## config.mk

```make
export PLATFORM = sky130hd
export DESIGN_NAME = pat_core
export DESIGN_NICKNAME = d
export VERILOG_FILES = /design/src/pat_isa_pkg.sv /design/src/pat_uop_pkg.sv /design/src/pat_exec_if.sv /design/src/pat_alu.sv /design/src/pat_data_mem.sv /design/src/pat_decoder.sv /design/src/pat_execute.sv /design/src/pat_program_counter.sv /design/src/pat_core.sv
export VERILOG_INCLUDE_DIRS = /design/src /design/src/include
export SDC_FILE = /design/constraint.sdc
export NUM_CORES = 1
export LEC_CHECK = 0
export BUFFER_PORTS_ARGS = -buffer_cell sky130_fd_sc_hd__buf_2
export CAP_MARGIN = 10
export CORE_MARGIN = 3
export CORE_UTILIZATION = 52
export CTS_CLUSTER_SIZE = 14
export DETAILED_ROUTE_END_ITERATION = 8
export PLACE_DENSITY = 0.67
export RECOVER_POWER = 100
export SYNTH_ARGS = -nofsm -noshare
export SYNTH_HDL_FRONTEND = slang
export SYNTH_SLANG_ARGS = --single-unit
export TNS_END_PERCENT = 50
```

## constraint.sdc

```tcl
create_clock -name clk -period 5.89 [get_ports clk]
set_input_delay 0.589 -clock clk [delete_from_list [all_inputs] [get_ports clk]]
set_output_delay 0.589 -clock clk [all_outputs]
set_load 0.01 [all_outputs]
```

## src/include/pat_defines.svh

```systemverilog
`ifndef PAT_DEFINES_SVH
`define PAT_DEFINES_SVH

// ==============================
// core widths
// ==============================

`define PAT_I_WIDTH 20 // one instruction word
`define PAT_D_WIDTH 8 // data path and accumulator
`define PAT_PC_WIDTH 10 // 1024-entry program space

// ==============================
// data memory
// ==============================

`define PAT_DMEM_DEPTH 32
`define PAT_DMEM_ADR_WIDTH 5 // low bits of the i8 immediate

// ==============================
// encoding
// ==============================

// i3 ops carry a 3-bit shift amount in the low nibble
`define PAT_SHAMT_WIDTH 3

// all-ones escape
// selects i3 in the i8 opcode slot and i0 in the i3 sub-opcode slot
`define PAT_PREFIX 4'b1111

`endif

```

## src/pat_isa_pkg.sv

```systemverilog
`default_nettype none

package pat_isa_pkg;

`include "pat_defines.svh"

	// i8 view of the word
	typedef struct packed {
		logic [4:0] unused_hi; // former field pointer
		logic [1:0] cond;
		logic unused_fs; // former field select
		logic [3:0] opcode;
		logic [`PAT_D_WIDTH-1:0] imm;
	} i8_t;

	// i3 / i0 view, same upper byte
	typedef struct packed {
		logic [4:0] unused_hi;
		logic [1:0] cond;
		logic unused_fs;
		logic [3:0] prefix; // all ones here
		logic [3:0] sub_op; // i3 op, or all ones for i0
		logic [3:0] low; // shift amount or i0 op
	} short_t;

	typedef union packed {
		i8_t i8;
		short_t short;
	} instr_u;

	// i8 opcodes, 10 and 12 retired
	localparam logic [3:0] OP8_OR = 4'd0;
	localparam logic [3:0] OP8_AND = 4'd1;
	localparam logic [3:0] OP8_ADDM = 4'd2;
	localparam logic [3:0] OP8_SUBM = 4'd3;
	localparam logic [3:0] OP8_ADD = 4'd4;
	localparam logic [3:0] OP8_SUB = 4'd5;
	localparam logic [3:0] OP8_LDI = 4'd6;
	localparam logic [3:0] OP8_LDM = 4'd7;
	localparam logic [3:0] OP8_BF = 4'd8;
	localparam logic [3:0] OP8_BB = 4'd9;
	localparam logic [3:0] OP8_STAM = 4'd11;
	localparam logic [3:0] OP8_ORM = 4'd13;
	localparam logic [3:0] OP8_ANDM = 4'd14;

	// i3 opcodes
	localparam logic [3:0] OP3_SHL = 4'd0;
	localparam logic [3:0] OP3_SHLO = 4'd1;
	localparam logic [3:0] OP3_SHR = 4'd2;
	localparam logic [3:0] OP3_ASR = 4'd3;
	localparam logic [3:0] OP3_IN = 4'd5;
	localparam logic [3:0] OP3_OUT = 4'd8;

	// i0 opcodes
	localparam logic [3:0] OP0_NOT = 4'd0;
	localparam logic [3:0] OP0_TEST = 4'd2;
	localparam logic [3:0] OP0_NOP = 4'd15;

	// condition field, 2 behaves as always
	localparam logic [1:0] COND_ZERO = 2'd0;
	localparam logic [1:0] COND_NEG = 2'd1;
	localparam logic [1:0] COND_ALWAYS = 2'd3;

endpackage

`default_nettype wire

```

## src/pat_uop_pkg.sv

```systemverilog
`default_nettype none

package pat_uop_pkg;

	// ALU function, picked in decode
	typedef enum logic [3:0] {
		ALU_OR,
		ALU_AND,
		ALU_ADD,
		ALU_SUB,
		ALU_NOT, // ignores operand b
		ALU_SHL,
		ALU_SHLO, // fills with ones
		ALU_SHR,
		ALU_ASR // keeps the sign
	} alu_op_e;

	// what lands in the accumulator
	typedef enum logic [1:0] {
		SRC_ALU,
		SRC_IMM, // operand b, so immediate or memory word
		SRC_IN // external input port
	} res_src_e;

endpackage

`default_nettype wire

```

## src/pat_exec_if.sv

```systemverilog
`timescale 1ns/1ps
`default_nettype none

`include "pat_defines.svh"

interface pat_exec_if;

	logic valid; // one cycle per instruction
	logic [1:0] cond;
	pat_uop_pkg::alu_op_e alu_op;
	pat_uop_pkg::res_src_e res_src;
	logic operand_mem; // b from data memory, else immediate
	logic [`PAT_D_WIDTH-1:0] imm; // also memory address and branch offset
	logic wr_acc;
	logic wr_mem;
	logic wr_out;
	logic do_test;
	logic br_fwd;
	logic br_back;
	logic taken; // condition result, from execute

	modport decode (
		output valid, cond, alu_op, res_src, operand_mem, imm,
		output wr_acc, wr_mem, wr_out, do_test, br_fwd, br_back
	);

	modport execute (
		input valid, cond, alu_op, res_src, operand_mem, imm,
		input wr_acc, wr_mem, wr_out, do_test, br_fwd, br_back,
		output taken
	);

	// the counter only follows the branch decision
	modport pc (
		input valid, taken, imm, br_fwd, br_back
	);

endinterface

`default_nettype wire

```

## src/pat_alu.sv

```systemverilog
`timescale 1ns/1ps
`default_nettype none

`include "pat_defines.svh"

module pat_alu (
	input logic [`PAT_D_WIDTH-1:0] i_a, // accumulator
	input logic [`PAT_D_WIDTH-1:0] i_b, // immediate or memory word
	input pat_uop_pkg::alu_op_e i_op,
	output logic [`PAT_D_WIDTH-1:0] o_y
);

	logic [`PAT_SHAMT_WIDTH-1:0] shamt;
	logic [`PAT_D_WIDTH-1:0] ones_fill;

	assign shamt = i_b[`PAT_SHAMT_WIDTH-1:0]; // shifts look at 3 bits only

	// ones in the positions vacated by a left shift
	assign ones_fill = ~({`PAT_D_WIDTH{1'b1}} << shamt);

	always_comb
	begin
		case (i_op)
			pat_uop_pkg::ALU_OR: o_y = i_a | i_b;
			pat_uop_pkg::ALU_AND: o_y = i_a & i_b;
			pat_uop_pkg::ALU_ADD: o_y = i_a + i_b; // wraps
			pat_uop_pkg::ALU_SUB: o_y = i_a - i_b;
			pat_uop_pkg::ALU_NOT: o_y = ~i_a;
			pat_uop_pkg::ALU_SHL: o_y = i_a << shamt;
			pat_uop_pkg::ALU_SHLO: o_y = (i_a << shamt) | ones_fill;
			pat_uop_pkg::ALU_SHR: o_y = i_a >> shamt;
			pat_uop_pkg::ALU_ASR: o_y = $unsigned($signed(i_a) >>> shamt); // sign in from top
			default: o_y = i_a;
		endcase
	end

endmodule

`default_nettype wire

```

## src/pat_data_mem.sv

```systemverilog
`timescale 1ns/1ps
`default_nettype none

`include "pat_defines.svh"

module pat_data_mem (
	input logic clk,
	input logic [`PAT_DMEM_ADR_WIDTH-1:0] i_rd_adr,
	input logic [`PAT_DMEM_ADR_WIDTH-1:0] i_wr_adr,
	input logic i_wr_en,
	input logic [`PAT_D_WIDTH-1:0] i_wr_data,
	output logic [`PAT_D_WIDTH-1:0] o_rd_data
);

	logic [`PAT_D_WIDTH-1:0] mem [`PAT_DMEM_DEPTH];

	// async read, same cycle as the address
	assign o_rd_data = mem[i_rd_adr];

	always_ff @(posedge clk)
	begin
		if (i_wr_en)
			mem[i_wr_adr] <= i_wr_data;
	end

endmodule

`default_nettype wire

```

## src/pat_decoder.sv

```systemverilog
`timescale 1ns/1ps
`default_nettype none

`include "pat_defines.svh"

module pat_decoder (
	input logic clk,
	input logic reset,
	input logic i_instr_valid,
	input pat_isa_pkg::instr_u i_instruction,
	pat_exec_if.decode exec
);

	// ==============================
	// encoding split
	// ==============================

	logic is_i8;
	logic is_i3;
	logic is_i0;
	logic [3:0] op8;
	logic [3:0] op3;
	logic [3:0] op0;

	assign op8 = i_instruction.i8.opcode;
	assign op3 = i_instruction.short.sub_op;
	assign op0 = i_instruction.short.low;

	assign is_i8 = (op8 != `PAT_PREFIX); // escape value opens i3 space
	assign is_i3 = !is_i8 && (op3 != `PAT_PREFIX);
	assign is_i0 = !is_i8 && !is_i3; // double escape

	// ==============================
	// opcode decode
	// ==============================

	pat_uop_pkg::alu_op_e d_alu_op;
	pat_uop_pkg::res_src_e d_res_src;
	logic [`PAT_D_WIDTH-1:0] d_imm;
	logic d_operand_mem;
	logic d_wr_acc;
	logic d_wr_mem;
	logic d_wr_out;
	logic d_do_test;
	logic d_br_fwd;
	logic d_br_back;

	// i3 carries only a shift amount, zero-extended
	assign d_imm = is_i8 ? i_instruction.i8.imm :
		{{(`PAT_D_WIDTH-`PAT_SHAMT_WIDTH){1'b0}}, op0[`PAT_SHAMT_WIDTH-1:0]};

	always_comb
	begin
		// anything unmatched falls out as a nop
		d_alu_op = pat_uop_pkg::ALU_OR;
		d_res_src = pat_uop_pkg::SRC_ALU;
		d_operand_mem = 1'b0;
		d_wr_acc = 1'b0;
		d_wr_mem = 1'b0;
		d_wr_out = 1'b0;
		d_do_test = 1'b0;
		d_br_fwd = 1'b0;
		d_br_back = 1'b0;
		if (is_i8)
		begin
			case (op8)
				pat_isa_pkg::OP8_OR, pat_isa_pkg::OP8_ORM: d_alu_op = pat_uop_pkg::ALU_OR;
				pat_isa_pkg::OP8_AND, pat_isa_pkg::OP8_ANDM: d_alu_op = pat_uop_pkg::ALU_AND;
				pat_isa_pkg::OP8_ADD, pat_isa_pkg::OP8_ADDM: d_alu_op = pat_uop_pkg::ALU_ADD;
				pat_isa_pkg::OP8_SUB, pat_isa_pkg::OP8_SUBM: d_alu_op = pat_uop_pkg::ALU_SUB;
				pat_isa_pkg::OP8_LDI, pat_isa_pkg::OP8_LDM: d_res_src = pat_uop_pkg::SRC_IMM;
				default: d_alu_op = pat_uop_pkg::ALU_OR; // no write follows
			endcase
			// memory forms read the word at imm[4:0]
			d_operand_mem = op8 inside {pat_isa_pkg::OP8_ADDM, pat_isa_pkg::OP8_SUBM,
				pat_isa_pkg::OP8_LDM, pat_isa_pkg::OP8_ORM, pat_isa_pkg::OP8_ANDM};
			d_wr_acc = op8 inside {pat_isa_pkg::OP8_OR, pat_isa_pkg::OP8_AND,
				pat_isa_pkg::OP8_ADDM, pat_isa_pkg::OP8_SUBM, pat_isa_pkg::OP8_ADD,
				pat_isa_pkg::OP8_SUB, pat_isa_pkg::OP8_LDI, pat_isa_pkg::OP8_LDM,
				pat_isa_pkg::OP8_ORM, pat_isa_pkg::OP8_ANDM};
			d_wr_mem = (op8 == pat_isa_pkg::OP8_STAM);
			d_br_fwd = (op8 == pat_isa_pkg::OP8_BF);
			d_br_back = (op8 == pat_isa_pkg::OP8_BB);
		end
		else if (is_i3)
		begin
			case (op3)
				pat_isa_pkg::OP3_SHL: d_alu_op = pat_uop_pkg::ALU_SHL;
				pat_isa_pkg::OP3_SHLO: d_alu_op = pat_uop_pkg::ALU_SHLO;
				pat_isa_pkg::OP3_SHR: d_alu_op = pat_uop_pkg::ALU_SHR;
				pat_isa_pkg::OP3_ASR: d_alu_op = pat_uop_pkg::ALU_ASR;
				pat_isa_pkg::OP3_IN: d_res_src = pat_uop_pkg::SRC_IN;
				default: d_alu_op = pat_uop_pkg::ALU_OR;
			endcase
			d_wr_acc = op3 inside {pat_isa_pkg::OP3_SHL, pat_isa_pkg::OP3_SHLO,
				pat_isa_pkg::OP3_SHR, pat_isa_pkg::OP3_ASR, pat_isa_pkg::OP3_IN};
			d_wr_out = (op3 == pat_isa_pkg::OP3_OUT);
		end
		else if (is_i0)
		begin
			d_alu_op = pat_uop_pkg::ALU_NOT; // only not writes back
			d_wr_acc = (op0 == pat_isa_pkg::OP0_NOT);
			d_do_test = (op0 == pat_isa_pkg::OP0_TEST);
		end
	end

	// ==============================
	// stage register
	// ==============================

	always_ff @(posedge clk)
	begin
		if (reset)
			exec.valid <= 1'b0;
		else
			exec.valid <= i_instr_valid; // no stall, one strobe in, one out
	end

	// bundle only matters while valid is high
	always_ff @(posedge clk)
	begin
		exec.cond <= i_instruction.i8.cond; // same bits in every view
		exec.alu_op <= d_alu_op;
		exec.res_src <= d_res_src;
		exec.operand_mem <= d_operand_mem;
		exec.imm <= d_imm;
		exec.wr_acc <= d_wr_acc;
		exec.wr_mem <= d_wr_mem;
		exec.wr_out <= d_wr_out;
		exec.do_test <= d_do_test;
		exec.br_fwd <= d_br_fwd;
		exec.br_back <= d_br_back;
	end

endmodule

`default_nettype wire

```

## src/pat_execute.sv

```systemverilog
`timescale 1ns/1ps
`default_nettype none

`include "pat_defines.svh"

module pat_execute (
	input logic clk,
	input logic reset,
	pat_exec_if.execute exec,
	input logic [`PAT_D_WIDTH-1:0] i_inputs,
	output logic [`PAT_D_WIDTH-1:0] o_acc,
	output logic [`PAT_D_WIDTH-1:0] o_outputs,
	output logic o_retire
);

	logic z; // zero flag, test only
	logic n; // negative flag, test only
	logic commit;
	logic [`PAT_D_WIDTH-1:0] mem_rd_data;
	logic [`PAT_D_WIDTH-1:0] operand_b;
	logic [`PAT_D_WIDTH-1:0] alu_y;
	logic [`PAT_D_WIDTH-1:0] result;

	// ==============================
	// condition
	// ==============================

	always_comb
	begin
		case (exec.cond)
			pat_isa_pkg::COND_ZERO: exec.taken = z;
			pat_isa_pkg::COND_NEG: exec.taken = n;
			default: exec.taken = 1'b1; // 2 and 3 both mean always
		endcase
	end

	assign commit = exec.valid && exec.taken;

	// ==============================
	// operands and result
	// ==============================

	assign operand_b = exec.operand_mem ? mem_rd_data : exec.imm;

	pat_alu alu_inst (
		.i_a(o_acc),
		.i_b(operand_b),
		.i_op(exec.alu_op),
		.o_y(alu_y)
	);

	always_comb
	begin
		case (exec.res_src)
			pat_uop_pkg::SRC_IMM: result = operand_b; // ldi and ldm
			pat_uop_pkg::SRC_IN: result = i_inputs;
			default: result = alu_y;
		endcase
	end

	// read and write share the immediate address
	pat_data_mem dmem_inst (
		.clk(clk),
		.i_rd_adr(exec.imm[`PAT_DMEM_ADR_WIDTH-1:0]),
		.i_wr_adr(exec.imm[`PAT_DMEM_ADR_WIDTH-1:0]),
		.i_wr_en(commit && exec.wr_mem), // stam
		.i_wr_data(o_acc),
		.o_rd_data(mem_rd_data)
	);

	// ==============================
	// commit
	// ==============================

	always_ff @(posedge clk)
	begin
		if (reset)
		begin
			o_acc <= '0;
			o_outputs <= '0;
			z <= 1'b0;
			n <= 1'b0;
			o_retire <= 1'b0;
		end
		else
		begin
			o_retire <= exec.valid; // retire even when not taken
			if (commit)
			begin
				if (exec.wr_acc)
					o_acc <= result;
				if (exec.wr_out)
					o_outputs <= o_acc; // out sends the old acc
				if (exec.do_test)
				begin
					z <= (o_acc == '0);
					n <= o_acc[`PAT_D_WIDTH-1];
				end
			end
		end
	end

endmodule

`default_nettype wire

```

## src/pat_program_counter.sv

```systemverilog
`timescale 1ns/1ps
`default_nettype none

`include "pat_defines.svh"

module pat_program_counter (
	input logic clk,
	input logic reset,
	pat_exec_if.pc exec,
	output logic [`PAT_PC_WIDTH-1:0] o_pc
);

	localparam logic [`PAT_PC_WIDTH-1:0] PC_STEP = 1;

	logic [`PAT_PC_WIDTH-1:0] offset;
	logic [`PAT_PC_WIDTH-1:0] pc_next;

	// unsigned branch distance
	assign offset = {{(`PAT_PC_WIDTH-`PAT_D_WIDTH){1'b0}}, exec.imm};

	always_comb
	begin
		if (exec.taken && exec.br_fwd)
			pc_next = o_pc + offset; // wraps at 1024
		else if (exec.taken && exec.br_back)
			pc_next = o_pc - offset;
		else
			pc_next = o_pc + PC_STEP; // includes failed branches
	end

	always_ff @(posedge clk)
	begin
		if (reset)
			o_pc <= '0;
		else if (exec.valid)
			o_pc <= pc_next;
	end

endmodule

`default_nettype wire

```

## src/pat_core.sv

```systemverilog
`timescale 1ns/1ps
`default_nettype none

`include "pat_defines.svh"

module pat_core (
	input logic clk,
	input logic reset,
	input logic i_instr_valid,
	input logic [`PAT_I_WIDTH-1:0] i_instruction,
	input logic [`PAT_D_WIDTH-1:0] i_inputs,
	output logic [`PAT_PC_WIDTH-1:0] o_pc,
	output logic [`PAT_D_WIDTH-1:0] o_acc,
	output logic [`PAT_D_WIDTH-1:0] o_outputs,
	output logic o_retire
);

	// decoded bundle, decode to execute and pc
	pat_exec_if exec_bus ();

	pat_decoder decoder_inst (
		.clk(clk),
		.reset(reset),
		.i_instr_valid(i_instr_valid),
		.i_instruction(i_instruction), // raw word, viewed as the union inside
		.exec(exec_bus)
	);

	pat_execute execute_inst (
		.clk(clk),
		.reset(reset),
		.exec(exec_bus),
		.i_inputs(i_inputs),
		.o_acc(o_acc),
		.o_outputs(o_outputs),
		.o_retire(o_retire)
	);

	pat_program_counter pc_inst (
		.clk(clk),
		.reset(reset),
		.exec(exec_bus), // steps in the same edge as the commit
		.o_pc(o_pc)
	);

endmodule

`default_nettype wire

```

==> results of run 1 <==
==> layout make-up <==
class	count	share of cell area
tap	335	0.0265
clock inverter	15	0.00981
inverter	23	0.00562
clock buffer	42	0.0577
timing repair buffer	76	0.0246
sequential	309	0.554
multi-input combinational	669	0.322
==> through the flow <==
stage / power (mW) / hold slack (ns)
2_1_floorplan: 2.75 / 0.432
5_1_grt: 5.05 / 0.176
3_5_place_dp: 2.88 / 0.444
3_3_place_gp: 2.87 / 0.443
6_report: 4.89 / 0.193
4_1_cts: 4.91 / 0.178
==> layer usage <==
layer,vias to the layer above,GRT usage,part of all wire
met3,88,0.0604,0.095
met5,-,0,0
met1,4562,0.347,0.42
li1,4213,-,-
met4,0,0.0801,0.034
met2,416,0.378,0.45
==> kinds of logic (layout without fill, tap and decap cells) <==
kind of cell | count (synthesis) | in the layout | synth area share
xor gates and xnor gates | 24 | 24 | 0.0147
buffers and inverters | 81 | 156 | 0.0286
AOI/OAI and AO/OA | 197 | 197 | 0.0965
and+or+nand+nor | 287 | 287 | 0.0995
adders and majority gates | 28 | 28 | 0.0256
DFF | 309 | 309 | 0.613
muxes | 133 | 133 | 0.122
==> cells in the final DEF, fill, tap and decap left out, types with 8 or more instances in the layout <==
master / count
sky130_fd_sc_hd__dfxtp_1: 50
sky130_fd_sc_hd__o21ai_0: 29
sky130_fd_sc_hd__nand2_1: 71
sky130_fd_sc_hd__buf_4: 17
sky130_fd_sc_hd__mux2i_1: 88
sky130_fd_sc_hd__edfxtp_1: 256
sky130_fd_sc_hd__buf_2: 19
sky130_fd_sc_hd__nor3_1: 20
sky130_fd_sc_hd__nor2_1: 94
sky130_fd_sc_hd__ha_1: 26
sky130_fd_sc_hd__mux2_2: 14
sky130_fd_sc_hd__nand3_1: 22
sky130_fd_sc_hd__a22oi_1: 8
sky130_fd_sc_hd__o22ai_1: 27
sky130_fd_sc_hd__a21o_1: 8
sky130_fd_sc_hd__mux4_2: 28
sky130_fd_sc_hd__nand2b_1: 8
sky130_fd_sc_hd__clkbuf_1: 45
sky130_fd_sc_hd__inv_1: 19
sky130_fd_sc_hd__a211oi_1: 8
sky130_fd_sc_hd__nor4_1: 9
sky130_fd_sc_hd__xnor2_1: 17
sky130_fd_sc_hd__a21oi_1: 43
sky130_fd_sc_hd__clkbuf_16: 35
sky130_fd_sc_hd__nor2b_1: 12
==> synth_stat cells (5+ instances only) <==
library cell and number:
sky130_fd_sc_hd__mux2_2 15, sky130_fd_sc_hd__nand2_1 71, sky130_fd_sc_hd__nor3_1 20, sky130_fd_sc_hd__nand4b_1 7, sky130_fd_sc_hd__a31oi_1 5, sky130_fd_sc_hd__nor2b_1 12, sky130_fd_sc_hd__a22o_1 5, sky130_fd_sc_hd__a211oi_1 8
sky130_fd_sc_hd__inv_1 19, sky130_fd_sc_hd__nand2b_1 8, sky130_fd_sc_hd__ha_1 26, sky130_fd_sc_hd__o21ai_0 29, sky130_fd_sc_hd__nand4_1 6, sky130_fd_sc_hd__a21o_1 8, sky130_fd_sc_hd__a21oi_1 43, sky130_fd_sc_hd__nand3_1 22
sky130_fd_sc_hd__mux2i_1 88, sky130_fd_sc_hd__mux4_2 28, sky130_fd_sc_hd__xor2_1 7, sky130_fd_sc_hd__buf_1 5, sky130_fd_sc_hd__o221ai_1 5, sky130_fd_sc_hd__buf_2 14, sky130_fd_sc_hd__o32ai_1 5, sky130_fd_sc_hd__buf_4 9
sky130_fd_sc_hd__nor4_1 9, sky130_fd_sc_hd__nor2_1 94, sky130_fd_sc_hd__o22ai_1 27, sky130_fd_sc_hd__edfxtp_1 256, sky130_fd_sc_hd__o211ai_1 7, sky130_fd_sc_hd__a22oi_1 8, sky130_fd_sc_hd__clkbuf_1 25, sky130_fd_sc_hd__dfxtp_1 53
sky130_fd_sc_hd__xnor2_1 17, sky130_fd_sc_hd__and2_1 9
==> critical path, delay by kind of cell, from the launching register on <==
family | cells | cell delay [ns]
DFF | 1 | 0.85
buffers and inverters | 1 | 0.29
and+or+nand+nor | 5 | 1.54
muxes | 1 | 0.25
adders and majority gates | 1 | 0.29
xor gates and xnor gates | 3 | 0.53
AOI/OAI and AO/OA | 6 | 1.24
==> flip-flops by register name, indices dropped and copies added (netlist names) <==
name	count
decoder_inst.exec.valid	1
execute_inst.n	1
decoder_inst.exec.operand_mem	1
pc_inst.o_pc	10
decoder_inst.exec.do_test	1
decoder_inst.exec.wr_acc	1
decoder_inst.exec.br_back	1
execute_inst.o_outputs	8
decoder_inst.exec.res_src	2
decoder_inst.exec.wr_mem	1
execute_inst.o_retire	1
decoder_inst.exec.cond	2
decoder_inst.exec.alu_op	4
decoder_inst.exec.br_fwd	1
execute_inst.dmem_inst.mem	256
decoder_inst.exec.wr_out	1
execute_inst.o_acc	8
decoder_inst.exec.imm	8
execute_inst.z	1
==> power groups by stage <==
stage | registers (mW) | clock network (mW) | logic [mW]
final | 2.42 | 2.06 | 0.422
after CTS | 2.41 | 2.08 | 0.419
after global routing | 2.42 | 2.18 | 0.457
after global placement | 2.46 | 0 | 0.413
after detailed placement | 2.46 | 0 | 0.417
after floorplan | 2.45 | 0 | 0.300
==> worst max path at each step <==
stage	endpoint
6_report	execute_inst.o_acc[7]
5_1_grt	execute_inst.o_acc[7]
4_1_cts	execute_inst.o_acc[7]
3_5_place_dp	execute_inst.o_acc[7]
3_3_place_gp	execute_inst.o_acc[6]
2_1_floorplan	execute_inst.o_acc[6]
==> results.md, run 1 <==
- Area after DPL: about 15000 um^2
- Slew at the pin with the worst max-slew slack: between 2 and 2.5 ns
- Leak pwr: 5.57 nW
- Number of buffers inserted by post-CTS setup repair: 0
- Share of layout cells above drive strength 1: 0.122
- Least setup slack across all paths after layout: approximately 0.75 ns
- Area of all placed cells without fillers: roughly 16000 um^2
- Post-synth top area share: 0.539
- CTS root buffer: sky130_fd_sc_hd__clkbuf_16
- Floorplan die width: approximately 170 um
- Number of buffers inserted for hold repair after clock tree synthesis: 0
- Sequential cell area in the final layout: a little under 9000 um^2
- Footprint of the multi-input gates: about 5000 um^2
- Per-cell routed wire length: between 20 and 25 um
- Number of synthesized register bits: a little over 300
- Worst slew margin: -0.596
- Hold WC Path Type: in2reg
- Largest stage delay, worst path: 0.85 ns
- # port buffers: 51
- Reg power frac: 0.494
- Synth unique cells: 87
- Per-instance average area after synthesis: 13.5 um^2
- Level count of the clock H-tree: 2
- Iteration-0 DRC Markers: 1029
- Part of the total power dissipated in the clock network: 0.420
- Post-Synthesis Net Count: 1118
- Number of buffers created by CTS: 34
- Clk_skew: 0.0175 ns
- Post_cts resized: 0
- Final hold vios: 0
- Routed vias/inst: roughly 6.3
- Aggregate global routing overflow: 0
- Cell type contributing the most total cell area after synthesis: sky130_fd_sc_hd__edfxtp_1
- FMAX: 195 MHz
- Wire length of the first global-routing pass: roughly 54 mm
- Start-to-end type of the worst setup path: reg2reg
- Die Ht: ~170 um
- Leading post-synthesis cells by cell area: sky130_fd_sc_hd__edfxtp_1 54%, sky130_fd_sc_hd__dfxtp_1 7.4%, sky130_fd_sc_hd__mux2i_1 6.2%
- Critical Path Source Type: flip-flop
- Clock insertion delay at the later pin of the skew report: about 0.5 ns
- Core Area: about 27000 um^2
- Arrival @ worst endpoint: around 5.5 ns
- Hold path cells: 1
- Crit path max fanout: 41
- List of cells traversed by the critical path: buf_12 -> mux2i_1 -> o22ai_1 -> nor3_1 -> a31oi_1 -> nor2_4 -> nand2_1 -> o41ai_1 -> xor2_1 -> ha_1 -> or3_1 -> o21ai_0 -> a21oi_1 -> xnor2_1 -> xnor2_1 -> nor2_1 -> o31a_1
- # fillers: about 2100
- Internal power consumption: between 3 and 4 mW
- First-pass iteration count of the detailed router: 6
- Hold Crit Endpoint: decoder_inst.exec.cond[1]
- CP Capture Type: flip-flop
- Clock tree from TritonCTS: done
- Setup repair after global routing missed its margin: no
- Total routed wirelength: approximately 36 mm
- Launching element of the worst setup path: decoder_inst.exec.imm[0]
- Number of nets in the layout: about 1200
- Cell row count: between 50 and 60
- Half-perimeter wire length after detailed placement: 23.6 mm
- Floorplan die area: 29400 um^2
- Worst R2R Start: decoder_inst.exec.imm[0]
- Final standard cell count with taps included and fillers excluded: about 1500
- Number of setup violations in the final report: 0
- Placed instance count: between 1000 and 1500
- Maximum vdd ir drop: between 0.2 and 0.25 mV
- Layout Utilization: 0.597
- FF-to-FF path depth: 17
- Setup_tns: 0 ns
- Number of top-level pins: 58
- Number of nets with antenna violations after routing: 0
- Largest buffer count on any clock path: 3
- Part of the total power dissipated in combinational logic: 0.086
- Worst-case register-to-register setup slack: 0.75 ns
- Count of flip-flops with a built-in enable after synthesis: approximately 260
- Maximum Capacitance Violations: 7
- Number of antenna violations at the first check in global routing: 1
- Dominant cell type by count on the critical path: sky130_fd_sc_hd__xnor2_1
- Worst slack after detailed placement: 0.771 ns
- Total routing usage reported by global routing: 0.245
- Net switching power: around 1.1 mW
- Hold Path Origin: i_instruction[14]
- Clock period minus final worst setup slack: ~5.1 ns
- Final slew viol count: 308
- Number of remaining DRC errors: 0
- Via Count: ~9300
- Share of the yosys chip area belonging to registers: 0.613
- Share of synthesized registers carrying an async set or reset: 0
- Slowest stage cell, crit path: sky130_fd_sc_hd__dfxtp_4
- Worst reg2reg endpoint: execute_inst.o_acc[7]
- Violations in the final reports: capacitance limit, slew limit
- Via count of the first global-routing pass: about 8900
- Antenna Cells: 0
- Part of the cycle the worst path needs: 0.872
- Synth Warn #: 0
- Initial core utilization: 0.538
- Switching fraction of total power: 0.230
- Required time of the worst setup path: approximately 6.3 ns
- Outcome: complete, but fails checks
- Clk sink count: 309
- Area overhead of the layout relative to synthesis: 10.9%
- Final Wtd Congestion: about 0.96
- Clk slew on worst S/H paths: 0.06 ns
- Leading register cell type out of synthesis: sky130_fd_sc_hd__edfxtp_1
- Gate Count Post-Synth: about 1100
- Power density of the placed cells: 309 nW/um^2
- Pin count of the biggest net entering global routing: just under 50
- Synthesized area: between 10000 and 15000 um^2
(Power assumes the default switching activity.)
==> inputs of run 2 (changes only) <==
--- a/config.mk
+++ b/config.mk
@@ -10,6 +10,7 @@
 export CAP_MARGIN = 10
 export CORE_MARGIN = 3
 export CORE_UTILIZATION = 52
+export CTS_BUF_LIST = sky130_fd_sc_hd__clkbuf_16
 export CTS_CLUSTER_SIZE = 14
 export DETAILED_ROUTE_END_ITERATION = 8
 export PLACE_DENSITY = 0.67
==> run 2 against run 1 <==
  * Critical path depth fell by 1
  * Clock-buffer cell count fell by 7
  * Core utilization hardly changed
  * Power is 0.55% lower
  * Maximum frequency is essentially flat
  * Clock skew shrank 0.0020 ns
  * Final cell count did not move
  * Sequential share of layout area about the same
  * Largest cell class unchanged
  * Worst hold slack worse by 0.0031 ns
  * First-iteration DRC count decreased by 3.6%
  * Non-clock buffer count is the same
  * The run still ends with capacitance limit, slew limit left
  * Clock power barely moved
==> results.md, run 2 (synthesis gave the netlist of run 1 again) <==
- Setup repair after global routing missed its margin: no
- Largest stage delay, worst path: 0.86 ns
- Clock tree from TritonCTS: done
- Final Wtd Congestion: 0.958
- Maximum Capacitance Violations: 7
- Iteration-0 DRC Markers: 992
- Number of antenna violations at the first check in global routing: 1
- Via count of the first global-routing pass: a little under 9000
- Required time of the worst setup path: 6.28 ns
- Hold WC Path Type: in2reg
- Violations in the final reports: capacitance limit, slew limit
- Critical Path Source Type: flip-flop
- Total routing usage reported by global routing: 0.245
- Number of buffers created by CTS: 34
- First-pass iteration count of the detailed router: 5
- Core Area: 26500 um^2
- Number of buffers inserted for hold repair after clock tree synthesis: 0
- Per-cell routed wire length: 24.5 um
- Number of buffers and inverters on the critical path: 2
- Clk slew on worst S/H paths: approximately 0.060 ns
- Register name with the most flops: execute_inst.dmem_inst.mem
- Largest register FFs: 256
- Number of nets in the layout: 1172
- Power density of the placed cells: a little over 300 nW/um^2
- Routed vias/inst: between 6 and 7
- Dominant cell type by count on the critical path: sky130_fd_sc_hd__xnor2_1
- Half-perimeter wire length after detailed placement: roughly 24 mm
- CP Capture Type: flip-flop
- CTS root buffer: sky130_fd_sc_hd__clkbuf_16
- # port buffers: 51
- Number of buffers inserted by post-CTS setup repair: 0
- Crit path max fanout: about 40
- Final hold vios: 0
- Slowest stage cell, crit path: sky130_fd_sc_hd__dfxtp_4
- Clock insertion delay at the later pin of the skew report: 0.51 ns
- Via Count: between 9000 and 10000
- Regs by FF count: execute_inst.dmem_inst.mem x256, pc_inst.o_pc x10
- Final slew viol count: 308
- Post_cts resized: 0
- Part of the cycle the worst path needs: 0.873
- Total routed wirelength: between 30 and 40 mm
- Number of nets with antenna violations after routing: 0
- Initial core utilization: 0.538
- Maximum vdd ir drop: between 0.2 and 0.25 mV
- Clk_skew: about 0.016 ns
- FMAX: ~200 MHz
- List of cells traversed by the critical path: buf_12 -> mux4_2 -> a32oi_1 -> a31oi_1 -> inv_2 -> nand2_1 -> o41ai_1 -> xor2_1 -> ha_1 -> or3_1 -> o21ai_0 -> a21oi_1 -> xnor2_1 -> xnor2_1 -> nor2_1 -> o31a_1
- Floorplan die width: 172 um
- Area overhead of the layout relative to synthesis: 10.8%
- Clock period minus final worst setup slack: just over 5 ns
- Largest buffer count on any clock path: 3
- Arrival @ worst endpoint: between 5 and 6 ns
- Number of setup violations in the final report: 0
- Share of layout cells above drive strength 1: 0.121
- Kind of cell adding the most delay to the critical path: compound AO/OA/AOI/OAI gates
- Aggregate global routing overflow: 0
- Wire length of the first global-routing pass: 54.1 mm
- Die Ht: between 150 and 200 um
- Leak pwr: 5.59 nW
- Start-to-end type of the worst setup path: reg2reg
- Antenna Cells: 0
- Leading cell type in the layout, fill and taps excluded: sky130_fd_sc_hd__edfxtp_1
- Setup_tns: 0 ns
- Top library cells by usage in the layout, fill and taps aside: 256 x sky130_fd_sc_hd__edfxtp_1, 94 x sky130_fd_sc_hd__nor2_1, 88 x sky130_fd_sc_hd__mux2i_1, 71 x sky130_fd_sc_hd__nand2_1, 50 x sky130_fd_sc_hd__dfxtp_1
- Level count of the clock H-tree: 2
- Cell row count: around 60
- Number of top-level pins: 58
- Worst slew margin: -0.602
- Clk sink count: approximately 310
- Smallest hold slack: around 0.19 ns
- Floorplan die area: slightly below 30000 um^2
- Slew at the pin with the worst max-slew slack: 2.40 ns
- Number of remaining DRC errors: 0
- Outcome: complete, but fails checks
- Pin count of the biggest net entering global routing: slightly below 50
[run 2: layer usage]
layer / wire (um) / track usage
met5: 0 / 0
met4: 1190 / 0.0794
met3: 3570 / 0.0604
met2: 16400 / 0.378
met1: 14800 / 0.346
[run 2: final timing paths]
kind | start | to | depth (start not counted) | slack [ns]
hold / removal | i_instruction[14] | decoder_inst.exec.cond[1] | 1 | 0.19
hold reg to reg | execute_inst.o_outputs[7] | execute_inst.o_outputs[7] | 2 | 0.45
setup / recovery | decoder_inst.exec.imm[0] | execute_inst.o_acc[7] | 16 | 0.75
setup reg to reg | decoder_inst.exec.imm[0] | execute_inst.o_acc[7] | 16 | 0.75
[run 2: power breakdown]
group          switching, mW  internal [mW]
clock                  0.824           1.21
combinational          0.260          0.161
sequential            0.0392           2.38
total                   1.12           3.74
[run 2: cell type report]
cell class                 instances  area [um^2]
sequential                       309         8750
multi-input combinational        669         5100
tap                              335          419
fill                            2102        10700
clock buffer                      35          876
inverter                          23         88.8
timing repair buffer              76          389
clock inverter                    22          181
[run 2: through the flow]
step | util | cell area, um^2 | power (mW) | setup WS [ns] | cells
floorplan | - | 14300 | 2.75 | 1.51 | 1059
global placement | 0.559 | 14800 | 2.87 | 0.783 | 1412
detailed placement | 0.559 | 14800 | 2.88 | 0.771 | 1412
CTS | 0.599 | 15900 | 4.89 | 0.755 | 1469
global route | 0.596 | 15800 | 5.03 | 0.359 | 1469
finish | 0.596 | 15800 | 4.87 | 0.751 | 1469
==> inputs of run 3 (changes only) <==
--- a/config.mk
+++ b/config.mk
@@ -9,11 +9,12 @@
 export BUFFER_PORTS_ARGS = -buffer_cell sky130_fd_sc_hd__buf_2
 export CAP_MARGIN = 10
 export CORE_MARGIN = 3
-export CORE_UTILIZATION = 52
+export CORE_UTILIZATION = 55
 export CTS_BUF_LIST = sky130_fd_sc_hd__clkbuf_16
 export CTS_CLUSTER_SIZE = 14
 export DETAILED_ROUTE_END_ITERATION = 8
-export PLACE_DENSITY = 0.67
+export MAX_ROUTING_LAYER = met4
+export PLACE_DENSITY = 0.7
 export RECOVER_POWER = 100
 export SYNTH_ARGS = -nofsm -noshare
 export SYNTH_HDL_FRONTEND = slang
==> run 3 against run 2 <==
  * The run still ends with capacitance limit, slew limit left
  * First-iteration DRC count decreased by 5.4%
  * Register-to-register slack about the same
  * Sequential power about the same
  * Final cell count decreased by 0.82%
  * Flip-flop and latch count unchanged
  * Critical path depth unchanged
  * Power decreased by 3.3%
  * Setup slack improved by 0.0064 ns
  * Maximum frequency increased by 0.12%
  * Clock skew increased by 0.0088 ns
  * Clock power decreased by 8%
  * Clock-buffer cell count decreased by 4
  * Largest power group unchanged
==> results.md, run 3 (synthesis gave the netlist of run 1 again) <==
- Number of remaining DRC errors: 0
- Die Ht: 167 um
- Total routing usage reported by global routing: 0.268
- Smallest hold slack: roughly 0.14 ns
- Total power: about 4.7 mW
- Number of nets with antenna violations after routing: 0
- Amount of wire on met2 after detailed routing: around 17 mm
- Crit path max fanout: 20
- Top routing layer in use: met4
- Aggregate global routing overflow: 0
- Part of the cycle the worst path needs: 0.871
- Hold Path Origin: i_instruction[13]
- Final Wtd Congestion: roughly 0.96
- Level count of the clock H-tree: 1
- Final hold vios: 0
- Net switching power: 1.09 mW
- Clock tree from TritonCTS: done
- Met3 WL post-DR: around 3.6 mm
- Per-cell routed wire length: 25.3 um
- Area overhead of the layout relative to synthesis: 10.1%
- Wire length of the first global-routing pass: approximately 56 mm
- Via count of the first global-routing pass: slightly below 9000
- Switching fraction of total power: 0.232
- Total routed wire length on the met1 layer: around 15 mm
- Worst slack after detailed placement: between 0.7 and 0.8 ns
- Internal power consumption: ~3.6 mW
- Core Area: approximately 25000 um^2
- First-pass iteration count of the detailed router: 5
- Half-perimeter wire length after detailed placement: roughly 24 mm
- CP Capture Type: flip-flop
- # port buffers: 51
- Setup repair after global routing missed its margin: no
- Number of buffers inserted for hold repair after clock tree synthesis: 0
- Leak pwr: roughly 5.5 nW
- Number of antenna violations at the first check in global routing: 0
- Hold path cells: 1
- Clk sink count: around 310
- Via Count: between 9000 and 10000
- Post_cts resized: 0
- Number of nets in the layout: roughly 1200
- Largest buffer count on any clock path: 3
- Total routed wirelength: around 37 mm
- Floorplan die area: approximately 28000 um^2
- Clk slew on worst S/H paths: 0.06 ns
- Slew at the pin with the worst max-slew slack: 2.39 ns
- Violations in the final reports: capacitance limit, slew limit
- Register name with the most flops: execute_inst.dmem_inst.mem
- Required time of the worst setup path: ~6.3 ns
- Worst slew margin: -0.597
- Maximum Capacitance Violations: 7
- Area of all placed cells without fillers: approximately 16000 um^2
- Floorplan die width: around 170 um
- Routed vias/inst: ~6.5
- Clock insertion delay at the later pin of the skew report: 0.56 ns
- Number of setup violations in the final report: 0
- Clk_skew: 0.0243 ns
- Setup_tns: 0 ns
- Hold WC Path Type: in2reg
- FF-to-FF path depth: 16
- Placed instance count: 1406
- Regs by FF count: execute_inst.dmem_inst.mem x256, pc_inst.o_pc x10
- CTS root buffer: sky130_fd_sc_hd__clkbuf_16
- Pin count of the biggest net entering global routing: 49
- Top library cells by usage in the layout, fill and taps aside: 256 x sky130_fd_sc_hd__edfxtp_1, 94 x sky130_fd_sc_hd__nor2_1, 88 x sky130_fd_sc_hd__mux2i_1, 71 x sky130_fd_sc_hd__nand2_1, 51 x sky130_fd_sc_hd__dfxtp_1
- Worst reg2reg endpoint: execute_inst.o_acc[7]
- Initial core utilization: 0.563
- Maximum vdd ir drop: 0.264 mV
- Critical Path Source Type: flip-flop
- Final slew viol count: 307
- Antenna Cells: 0
- Part of the total power dissipated in combinational logic: 0.091
- Arrival @ worst endpoint: between 5 and 6 ns
- Share of layout cells above drive strength 1: 0.117
- Final standard cell count with taps included and fillers excluded: 1457
- Area after DPL: around 15000 um^2
- Cell row count: 58
- Outcome: complete, but fails checks
- Worst-case register-to-register setup slack: between 0.7 and 0.8 ns
- # fillers: 1963
- Reg power frac: 0.514
- Clock period minus final worst setup slack: 5.13 ns
- FMAX: about 190 MHz
- Iteration-0 DRC Markers: ~940
- Layout Utilization: 0.620
- Start-to-end type of the worst setup path: reg2reg
- Leading cell type in the layout, fill and taps excluded: sky130_fd_sc_hd__edfxtp_1
- Number of top-level pins: 58
- Worst R2R Start: decoder_inst.exec.imm[3]
- Number of buffers created by CTS: 31
- Part of the total power dissipated in the clock network: 0.396
- Hold Crit Endpoint: decoder_inst.exec.cond[0]
- Largest register FFs: ~260
- Least setup slack across all paths after layout: between 0.7 and 0.8 ns
- Power density of the placed cells: 300 nW/um^2
- Number of buffers inserted by post-CTS setup repair: 0
==> run 3: cell type report <==
| class | instances | area, um^2 | share of cell area |
|---|---|---|---|
| clock buffer | 31 | 776 | 0.0494 |
| clock inverter | 20 | 176 | 0.0112 |
| inverter | 23 | 88.8 | 0.00566 |
| multi-input combinational | 669 | 5100 | 0.325 |
| sequential | 309 | 8750 | 0.558 |
| tap | 330 | 413 | 0.0263 |
| timing repair buffer | 75 | 394 | 0.0251 |
==> run 3: power by group through the flow <==
| stage | Clock [mW] | Sequential [mW] | Combinational (mW) |
|---|---|---|---|
| after floorplan | 0 | 2.45 | 0.300 |
| after global placement | 0 | 2.46 | 0.418 |
| after detailed placement | 0 | 2.46 | 0.423 |
| after CTS | 1.88 | 2.41 | 0.424 |
| after global routing | 1.97 | 2.42 | 0.460 |
| final | 1.86 | 2.42 | 0.426 |
==> run 3: how the worst max path moves through the flow <==
| stage | from | end | slack [ns] | depth (start not counted) |
|---|---|---|---|---|
| 6_report | decoder_inst.exec.imm[3] | execute_inst.o_acc[7] | 0.76 | 16 |
| 5_1_grt | decoder_inst.exec.imm[0] | execute_inst.o_acc[6] | 0.39 | 19 |
| 4_1_cts | decoder_inst.exec.imm[0] | execute_inst.o_acc[6] | 0.76 | 19 |
| 3_5_place_dp | decoder_inst.exec.imm[0] | execute_inst.o_acc[6] | 0.76 | 19 |
| 3_3_place_gp | decoder_inst.exec.imm[0] | execute_inst.o_acc[7] | 0.82 | 17 |
| 2_1_floorplan | decoder_inst.exec.imm[0] | execute_inst.o_acc[6] | 1.51 | 22 |
==> run 3: routing by layer <==
layer,vias to the layer above,GRT usage
met2,527,0.408
met1,4597,0.385
li1,4208,-
met4,0,0.0638
met3,69,0.0444
met5,-,-
==> run 3: critical path: stages, from the launching register on <==
cell,delay (ns)
sky130_fd_sc_hd__dfxtp_1,0.80
sky130_fd_sc_hd__nand4bb_1,0.43
sky130_fd_sc_hd__o22ai_1,0.20
sky130_fd_sc_hd__nor3_1,0.44
sky130_fd_sc_hd__a31oi_1,0.23
sky130_fd_sc_hd__nor2_4,0.43
sky130_fd_sc_hd__nand2_1,0.36
sky130_fd_sc_hd__o41ai_1,0.46
sky130_fd_sc_hd__xor2_1,0.18
sky130_fd_sc_hd__ha_1,0.29
sky130_fd_sc_hd__or3_1,0.37
sky130_fd_sc_hd__o21ai_0,0.08
sky130_fd_sc_hd__a21oi_1,0.10
sky130_fd_sc_hd__xnor2_1,0.21
sky130_fd_sc_hd__xnor2_1,0.14
sky130_fd_sc_hd__nor2_1,0.06
sky130_fd_sc_hd__o31a_1,0.24
